`config.mk`:
```
export PLATFORM = sky130hd
export DESIGN_NAME = turf_udp_rdwr_top
export DESIGN_NICKNAME = d
export VERILOG_FILES = /design/src/reg_bus_pkg.sv /design/src/udp_stream_pkg.sv /design/src/rdwr_bus_master.sv /design/src/rdwr_packet_engine.sv /design/src/turf_udp_rdwr_top.sv /design/src/udp_port_filter.sv
export VERILOG_INCLUDE_DIRS = /design/src /design/src/src
export SDC_FILE = /design/constraint.sdc
export NUM_CORES = 1
export LEC_CHECK = 0
export BUFFER_PORTS_ARGS = -buffer_cell sky130_fd_sc_hd__buf_2
export CORE_AREA = 2 2 152 154
export DETAILED_ROUTE_END_ITERATION = 16
export DIE_AREA = 0 0 154 156
export PLACE_DENSITY = 0.76
export SLEW_MARGIN = 10
export SYNTH_ARGS = -nofsm -noshare
export SYNTH_HDL_FRONTEND = slang
export SYNTH_HIERARCHICAL = 1
export SYNTH_SLANG_ARGS = --single-unit
```
`constraint.sdc`:
```
create_clock -name aclk -period 5.3 [get_ports aclk]
set_input_delay 0.795 -clock aclk [delete_from_list [all_inputs] [get_ports aclk]]
set_output_delay 0.795 -clock aclk [all_outputs]
set_load 0.01 [all_outputs]
```
`src/turf_udp_cfg.svh`:
```
`ifndef TURF_UDP_CFG_SVH
`define TURF_UDP_CFG_SVH

// stream qword width, header word is the same size
`define TURF_PAYLOAD_W 64

// UDP port number width
`define TURF_PORT_W 16

// register bus widths
`define TURF_ADR_W 28
`define TURF_DAT_W 32

// 'Tr' and 'Tw' share one window, 0x5470 to 0x5477
`define TURF_RW_PORT_BASE 16'd21616
`define TURF_RW_PORT_MASK 16'd7

// read port, also the source port of read replies
`define TURF_TR_PORT 16'd21618

// source port of write replies
`define TURF_TW_PORT 16'd21623

`endif

```
`src/reg_bus_pkg.sv`:
```
`include "turf_udp_cfg.svh"

package reg_bus_pkg;

    // bits between write data and address
    localparam int RSVD_W = `TURF_PAYLOAD_W - `TURF_DAT_W - `TURF_ADR_W;

    // request qword as it sits in the UDP payload
    // write data on top, address in the low bits
    typedef struct packed {
        logic [`TURF_DAT_W-1:0] wdata;
        logic [RSVD_W-1:0]      rsvd;
        logic [`TURF_ADR_W-1:0] adr;
    } rw_qword_t;

    // one register bus request
    typedef struct packed {
        logic                   wr;
        logic [`TURF_ADR_W-1:0] adr;
        logic [`TURF_DAT_W-1:0] wdata;
    } reg_req_t;

endpackage

```
`src/udp_stream_pkg.sv`:
```
`include "turf_udp_cfg.svh"

package udp_stream_pkg;

    // one header beat
    // hdr is the word from the MAC core (source IP, source port, length)
    // port is the destination port inbound, the reply source port outbound
    typedef struct packed {
        logic [`TURF_PAYLOAD_W-1:0] hdr;
        logic [`TURF_PORT_W-1:0]    port;
    } udp_hdr_t;

    // one payload beat, always a full qword
    typedef struct packed {
        logic [`TURF_PAYLOAD_W-1:0] data;
        logic                       last;
    } udp_data_t;

endpackage

```
`src/rdwr_bus_master.sv`:
```
`timescale 1ns/1ps
`include "turf_udp_cfg.svh"

module rdwr_bus_master (
    input  logic                   aclk,
    input  logic                   reset_i,

    input  reg_bus_pkg::reg_req_t  req_i,
    input  logic                   req_valid_i,
    output logic                   req_ready_o,

    output logic                   rsp_valid_o,
    output logic [`TURF_DAT_W-1:0] rsp_rdata_o,

    output logic                   en_o,
    output logic                   wr_o,
    output logic [`TURF_ADR_W-1:0] adr_o,
    output logic [`TURF_DAT_W-1:0] dat_o,
    input  logic                   ack_i,
    input  logic [`TURF_DAT_W-1:0] dat_i
);

    logic                   en_q;
    logic                   wr_q;
    logic                   rsp_valid_q;
    logic [`TURF_ADR_W-1:0] adr_q;
    logic [`TURF_DAT_W-1:0] dat_q;
    logic [`TURF_DAT_W-1:0] rdata_q;

    logic req_fire;
    logic bus_done;

    // one transaction at a time
    assign req_ready_o = ~en_q;
    assign req_fire    = req_valid_i & req_ready_o;
    assign bus_done    = en_q & ack_i;

    always_ff @(posedge aclk) begin
        if (reset_i) begin
            en_q        <= 1'b0;
            wr_q        <= 1'b0;
            rsp_valid_q <= 1'b0;
        end else begin
            rsp_valid_q <= 1'b0;
            if (req_fire) begin
                en_q <= 1'b1;
                wr_q <= req_i.wr;
            end else if (bus_done) begin
                en_q        <= 1'b0;
                wr_q        <= 1'b0;
                rsp_valid_q <= 1'b1;
            end
        end
    end

    // address and data held for the whole cycle
    always_ff @(posedge aclk) begin
        if (req_fire) begin
            adr_q <= req_i.adr;
            dat_q <= req_i.wdata;
        end
        if (bus_done) begin
            rdata_q <= dat_i;
        end
    end

    assign en_o        = en_q;
    assign wr_o        = wr_q;
    assign adr_o       = adr_q;
    assign dat_o       = dat_q;
    assign rsp_valid_o = rsp_valid_q;
    assign rsp_rdata_o = rdata_q;

endmodule

```
`src/rdwr_packet_engine.sv`:
```
`timescale 1ns/1ps
`include "turf_udp_cfg.svh"

module rdwr_packet_engine (
    input  logic                      aclk,
    input  logic                      reset_i,

    input  udp_stream_pkg::udp_hdr_t  s_hdr_i,
    input  logic                      s_hdr_valid_i,
    output logic                      s_hdr_ready_o,
    input  logic                      s_is_read_i,

    input  udp_stream_pkg::udp_data_t s_data_i,
    input  logic                      s_data_valid_i,
    output logic                      s_data_ready_o,

    output udp_stream_pkg::udp_hdr_t  m_hdr_o,
    output logic                      m_hdr_valid_o,
    input  logic                      m_hdr_ready_i,

    output udp_stream_pkg::udp_data_t m_data_o,
    output logic                      m_data_valid_o,
    input  logic                      m_data_ready_i,

    output reg_bus_pkg::reg_req_t     req_o,
    output logic                      req_valid_o,
    input  logic                      req_ready_i,

    input  logic                      rsp_valid_i,
    input  logic [`TURF_DAT_W-1:0]    rsp_rdata_i
);

    typedef enum logic [2:0] {
        ST_HDR,
        ST_RHDR,
        ST_QWORD,
        ST_REQ,
        ST_WAIT,
        ST_RPLY
    } state_t;

    state_t state_q;

    // header word of the packet being served
    logic [`TURF_PAYLOAD_W-1:0] hdr_q;
    logic                       is_read_q;

    // current request qword, turned into the reply in place
    reg_bus_pkg::rw_qword_t     qword_q;
    logic                       last_q;

    logic [`TURF_PORT_W-1:0]    reply_port;

    assign reply_port = is_read_q ? `TURF_TR_PORT : `TURF_TW_PORT;

    // handshakes straight from the state
    assign s_hdr_ready_o  = state_q == ST_HDR;
    assign m_hdr_valid_o  = state_q == ST_RHDR;
    assign s_data_ready_o = state_q == ST_QWORD;
    assign req_valid_o    = state_q == ST_REQ;
    assign m_data_valid_o = state_q == ST_RPLY;

    assign m_hdr_o = '{hdr: hdr_q, port: reply_port};

    // reads never drive the write flag
    assign req_o = '{wr: ~is_read_q, adr: qword_q.adr, wdata: qword_q.wdata};

    assign m_data_o = '{data: qword_q, last: last_q};

    always_ff @(posedge aclk) begin
        if (reset_i) begin
            state_q <= ST_HDR;
        end else begin
            unique case (state_q)
                ST_HDR: begin
                    if (s_hdr_valid_i) begin
                        state_q <= ST_RHDR;
                    end
                end
                // reply header goes out before any reply data
                ST_RHDR: begin
                    if (m_hdr_ready_i) begin
                        state_q <= ST_QWORD;
                    end
                end
                ST_QWORD: begin
                    if (s_data_valid_i) begin
                        state_q <= ST_REQ;
                    end
                end
                ST_REQ: begin
                    if (req_ready_i) begin
                        state_q <= ST_WAIT;
                    end
                end
                ST_WAIT: begin
                    if (rsp_valid_i) begin
                        state_q <= ST_RPLY;
                    end
                end
                // next qword only once this reply beat is gone
                ST_RPLY: begin
                    if (m_data_ready_i) begin
                        state_q <= last_q ? ST_HDR : ST_QWORD;
                    end
                end
                default: begin
                    state_q <= ST_HDR;
                end
            endcase
        end
    end

    always_ff @(posedge aclk) begin
        if (state_q == ST_HDR && s_hdr_valid_i) begin
            hdr_q     <= s_hdr_i.hdr;
            is_read_q <= s_is_read_i;
        end
        if (state_q == ST_QWORD && s_data_valid_i) begin
            qword_q <= s_data_i.data;
            last_q  <= s_data_i.last;
        end
        // read data replaces the upper half, a write is echoed as is
        if (state_q == ST_WAIT && rsp_valid_i && is_read_q) begin
            qword_q.wdata <= rsp_rdata_i;
        end
    end

endmodule

```
`src/turf_udp_rdwr_top.sv`:
```
`timescale 1ns/1ps
`include "turf_udp_cfg.svh"

module turf_udp_rdwr_top (
    input  logic                      aclk,
    input  logic                      reset_i,

    input  udp_stream_pkg::udp_hdr_t  s_udphdr_i,
    input  logic                      s_udphdr_valid_i,
    output logic                      s_udphdr_ready_o,

    input  udp_stream_pkg::udp_data_t s_udpdata_i,
    input  logic                      s_udpdata_valid_i,
    output logic                      s_udpdata_ready_o,

    output udp_stream_pkg::udp_hdr_t  m_udphdr_o,
    output logic                      m_udphdr_valid_o,
    input  logic                      m_udphdr_ready_i,

    output udp_stream_pkg::udp_data_t m_udpdata_o,
    output logic                      m_udpdata_valid_o,
    input  logic                      m_udpdata_ready_i,

    // register interface
    output logic                      en_o,
    output logic                      wr_o,
    output logic [`TURF_ADR_W-1:0]    adr_o,
    output logic [`TURF_DAT_W-1:0]    dat_o,
    input  logic                      ack_i,
    input  logic [`TURF_DAT_W-1:0]    dat_i
);

    // filter to engine
    udp_stream_pkg::udp_hdr_t  flt_hdr;
    logic                      flt_hdr_valid;
    logic                      flt_hdr_ready;
    logic                      flt_is_read;
    udp_stream_pkg::udp_data_t flt_data;
    logic                      flt_data_valid;
    logic                      flt_data_ready;

    // engine to bus master
    reg_bus_pkg::reg_req_t     req;
    logic                      req_valid;
    logic                      req_ready;
    logic                      rsp_valid;
    logic [`TURF_DAT_W-1:0]    rsp_rdata;

    udp_port_filter u_filter (
        .aclk           (aclk),
        .reset_i        (reset_i),
        .s_hdr_i        (s_udphdr_i),
        .s_hdr_valid_i  (s_udphdr_valid_i),
        .s_hdr_ready_o  (s_udphdr_ready_o),
        .s_data_i       (s_udpdata_i),
        .s_data_valid_i (s_udpdata_valid_i),
        .s_data_ready_o (s_udpdata_ready_o),
        .m_hdr_o        (flt_hdr),
        .m_hdr_valid_o  (flt_hdr_valid),
        .m_hdr_ready_i  (flt_hdr_ready),
        .m_is_read_o    (flt_is_read),
        .m_data_o       (flt_data),
        .m_data_valid_o (flt_data_valid),
        .m_data_ready_i (flt_data_ready)
    );

    rdwr_packet_engine u_engine (
        .aclk           (aclk),
        .reset_i        (reset_i),
        .s_hdr_i        (flt_hdr),
        .s_hdr_valid_i  (flt_hdr_valid),
        .s_hdr_ready_o  (flt_hdr_ready),
        .s_is_read_i    (flt_is_read),
        .s_data_i       (flt_data),
        .s_data_valid_i (flt_data_valid),
        .s_data_ready_o (flt_data_ready),
        .m_hdr_o        (m_udphdr_o),
        .m_hdr_valid_o  (m_udphdr_valid_o),
        .m_hdr_ready_i  (m_udphdr_ready_i),
        .m_data_o       (m_udpdata_o),
        .m_data_valid_o (m_udpdata_valid_o),
        .m_data_ready_i (m_udpdata_ready_i),
        .req_o          (req),
        .req_valid_o    (req_valid),
        .req_ready_i    (req_ready),
        .rsp_valid_i    (rsp_valid),
        .rsp_rdata_i    (rsp_rdata)
    );

    rdwr_bus_master u_bus_master (
        .aclk        (aclk),
        .reset_i     (reset_i),
        .req_i       (req),
        .req_valid_i (req_valid),
        .req_ready_o (req_ready),
        .rsp_valid_o (rsp_valid),
        .rsp_rdata_o (rsp_rdata),
        .en_o        (en_o),
        .wr_o        (wr_o),
        .adr_o       (adr_o),
        .dat_o       (dat_o),
        .ack_i       (ack_i),
        .dat_i       (dat_i)
    );

endmodule

```
`src/udp_port_filter.sv`:
```
`timescale 1ns/1ps
`include "turf_udp_cfg.svh"

module udp_port_filter (
    input  logic                     aclk,
    input  logic                     reset_i,

    input  udp_stream_pkg::udp_hdr_t  s_hdr_i,
    input  logic                     s_hdr_valid_i,
    output logic                     s_hdr_ready_o,

    input  udp_stream_pkg::udp_data_t s_data_i,
    input  logic                     s_data_valid_i,
    output logic                     s_data_ready_o,

    output udp_stream_pkg::udp_hdr_t  m_hdr_o,
    output logic                     m_hdr_valid_o,
    input  logic                     m_hdr_ready_i,
    output logic                     m_is_read_o,

    output udp_stream_pkg::udp_data_t m_data_o,
    output logic                     m_data_valid_o,
    input  logic                     m_data_ready_i
);

    // bits that take part in the window compare
    localparam logic [`TURF_PORT_W-1:0] WIN_MASK = ~`TURF_RW_PORT_MASK;
    localparam logic [`TURF_PORT_W-1:0] WIN_BASE = `TURF_RW_PORT_BASE & WIN_MASK;

    typedef enum logic [1:0] {
        ST_HDR,
        ST_FWD,
        ST_DRAIN
    } state_t;

    state_t state_q;
    state_t state_d;

    logic port_match;
    logic port_read;

    assign port_match = (s_hdr_i.port & WIN_MASK) == WIN_BASE;
    // only the exact 'Tr' port reads
    assign port_read  = s_hdr_i.port == `TURF_TR_PORT;

    // beats pass straight through, only the handshakes are steered
    assign m_hdr_o     = s_hdr_i;
    assign m_is_read_o = port_read;
    assign m_data_o    = s_data_i;

    always_comb begin
        state_d        = state_q;
        s_hdr_ready_o  = 1'b0;
        m_hdr_valid_o  = 1'b0;
        s_data_ready_o = 1'b0;
        m_data_valid_o = 1'b0;
        unique case (state_q)
            ST_HDR: begin
                m_hdr_valid_o = s_hdr_valid_i & port_match;
                // foreign headers are swallowed at once
                s_hdr_ready_o = port_match ? m_hdr_ready_i : 1'b1;
                if (s_hdr_valid_i && s_hdr_ready_o) begin
                    state_d = port_match ? ST_FWD : ST_DRAIN;
                end
            end
            ST_FWD: begin
                m_data_valid_o = s_data_valid_i;
                s_data_ready_o = m_data_ready_i;
                if (s_data_valid_i && m_data_ready_i && s_data_i.last) begin
                    state_d = ST_HDR;
                end
            end
            ST_DRAIN: begin
                s_data_ready_o = 1'b1;
                if (s_data_valid_i && s_data_i.last) begin
                    state_d = ST_HDR;
                end
            end
            default: begin
                state_d = ST_HDR;
            end
        endcase
    end

    always_ff @(posedge aclk) begin
        if (reset_i) begin
            state_q <= ST_HDR;
        end else begin
            state_q <= state_d;
        end
    end

endmodule

```
==> results.md <==
- CP peak stage delay: 0.77 ns
- Sequential power share: 0.514
- I/O Buffers: 380
- Cts hold-fix bufs: 0
- Worst slew margin: 0.357
- Final Max Tran Viols: 0
- Worst EP arrival: 2.83 ns
- Pint: 3.13 mW
- Top achievable clock speed: 378 MHz
- Slowest cell on crit path: and2_2
- Clock sink total: 230
- Resized cells post-CTS: 0
- Peak supply drop: 0.000238 V
- Ys Warns: 6
- Root Buffer: clkbuf_16
- Initial antenna violation count: 4
- Setup Fix Bufs, Post-CTS: 0
- Part of the power in the clock network: 0.425
- CP Launch Type: primary input
- Leak: 4.21 nW
- Crit. End Element: flip-flop
- Vias in the first global route: 4,874
- Htree depth: 1
- Synthesis-to-finish area growth: 16.3%
- Routed len/inst: 19.2 um
- Critical path peak fanout: 39
- I/O pin count: 395
- Fin crit share: 0.499
- Layout cells sized above 1: 0.561
- Die width: 154 um
- Post-route DRC violation count: 0
- FP Rows: 55
- Cell Pwr Density: 365 nW/um^2
- Total track usage: 0.160
- Final nets: 947
- Die Span Y: 156 um
- Starting Density: 0.414
- Mapped Cells: 552
- Post-synth design cell area: 9260 um^2
- Number of vias per cell: 4.54
- Initial DRC count: 278
- Hold WC Path Type: reg2reg
- CP Class: in2reg
- Latest clock arrival within the worst-skew pair: 0.51 ns
- Global-route wire length before repair: 28,900 um
- Final Hold Slack: 0.437 ns
- Largest net degree at the start of global routing: 66
- Remaining Overflow, GRT: 0
- CORE AREA: 22,400 um^2
- Full die area: 24,000 um^2
- Switch share: 0.205
- Logic pwr share: 0.061
- Mean Syn Cell Area: 16.8 um^2
- Filler instances: 1,923
- Via count: 4,824
- Worst Tran Pin Value: 0.965 ns
- Hold Vio Cnt, Final: 0
- Final WL: 20,400 um
- TritonCTS Buffers: 25
- Gpl congestion: 0.798
- # setup viols final: 0
- Drt pass-1 iters: 4
- Worst Path Required: 5.49 ns
- Final clock skew: 0.00814 ns
- RSZ-0062 raised after global routing: no
- Setup_tns: 0 ns
- Worst-path cell chain: buf_2, nor4b_1, nand4_1, nor2_1, and2_2, buf_4
- Max cap viols: 0
- Sw power: 805 uW
- CTS tree: done
- Final antenna-violating net count: 0
- Dpl hpwl: 15,100 um
- Tmin final: 2.64 ns
- Clock-pin slew on the worst setup and hold paths: 0.06 ns
- Clk buf depth: 3
- Status: complete, no violations
==> flip-flops by register name, indices dropped and copies added, names as in the netlist <==
register and count:
u_engine/last_q 1, u_engine/hdr_q 64, u_engine/state_q 3, u_bus_master/rsp_rdata_o 32
u_bus_master/dat_o 32, u_bus_master/wr_o 1, u_engine/is_read_q 1, u_bus_master/adr_o 28
u_engine/m_data_o 64, u_filter/state_q 2, u_bus_master/rsp_valid_o 1, u_bus_master/en_o 1
==> layer usage <==
| metal | wire length, um | up-vias | track usage |
|---|---|---|---|
| li1 | - | 2204 | - |
| met5 | 0 | - | 0 |
| met1 | 7840 | 2395 | 0.191 |
| met4 | 515 | 0 | 0.0619 |
| met3 | 1300 | 40 | 0.0372 |
| met2 | 10700 | 185 | 0.283 |
==> critical path, delay by kind of cell <==
family	cells	cell delay, ns
and+or+nand+nor	4	1.51
buffers and inverters	2	0.50
==> cell usage in the layout (no fill, tap or decap), types with 3 or more instances in the layout <==
cell and n:
a21oi_1 4, a22o_1 32, and2_1 3, and2_2 3, buf_2 380, buf_4 5
clkbuf_16 25, clkbuf_8 4, clkinv_2 3, conb_1 14, dfxtp_1 8, diode_2 4
edfxtp_1 222, ha_1 3, inv_1 7, mux2i_1 3, nand2_1 4, nor2_1 7
nor2b_1 4, nor3_1 3
==> through the flow <==
| step | utilization | cells | instance area [um^2] | total power [mW] | setup slack [ns] |
|---|---|---|---|---|---|
| 2_1_floorplan | - | 564 | 9310 | 2.27 | 1.30 |
| 5_1_grt | 0.482 | 1062 | 10800 | 4.09 | 2.46 |
| 3_5_place_dp | 0.446 | 1018 | 9980 | 2.30 | 2.16 |
| 6_report | 0.482 | 1062 | 10800 | 3.94 | 2.66 |
| 3_3_place_gp | 0.446 | 1018 | 9980 | 2.29 | 2.27 |
| 4_1_cts | 0.481 | 1058 | 10800 | 3.99 | 2.67 |
==> area by class of cell <==
class,instances,area (um^2),share of cell area
diodes,4,10.0,0.000929
multi-input cells,111,827,0.0767
inverters,7,26.3,0.00244
clock inverters,9,103,0.00952
repair buffers,385,1940,0.180
well taps,285,357,0.0331
clock buffers,31,688,0.0639
flip-flops and latches,230,6830,0.633
==> path summary, 6_finish.rpt <==
check	from	cells past startpoint	to	slack, ns
max	s_udphdr_i[9]	6	u_engine/hdr_q[50]	2.66
min	u_engine/m_data_o[50]	0	u_bus_master/dat_o[17]	0.44
max reg2reg	u_engine/state_q[1]	4	u_engine/m_data_o[43]	2.71
min reg2reg	u_engine/m_data_o[50]	0	u_bus_master/dat_o[17]	0.44
==> power groups by stage <==
stage	sequential, mW	combinational [mW]	clock [mW]
6_report	2.02	0.240	1.67
5_1_grt	2.03	0.268	1.79
4_1_cts	2.02	0.240	1.72
3_5_place_dp	2.06	0.239	0
3_3_place_gp	2.06	0.229	0
2_1_floorplan	2.06	0.217	0
No activity file was read; power rests on OpenSTA's default activity.
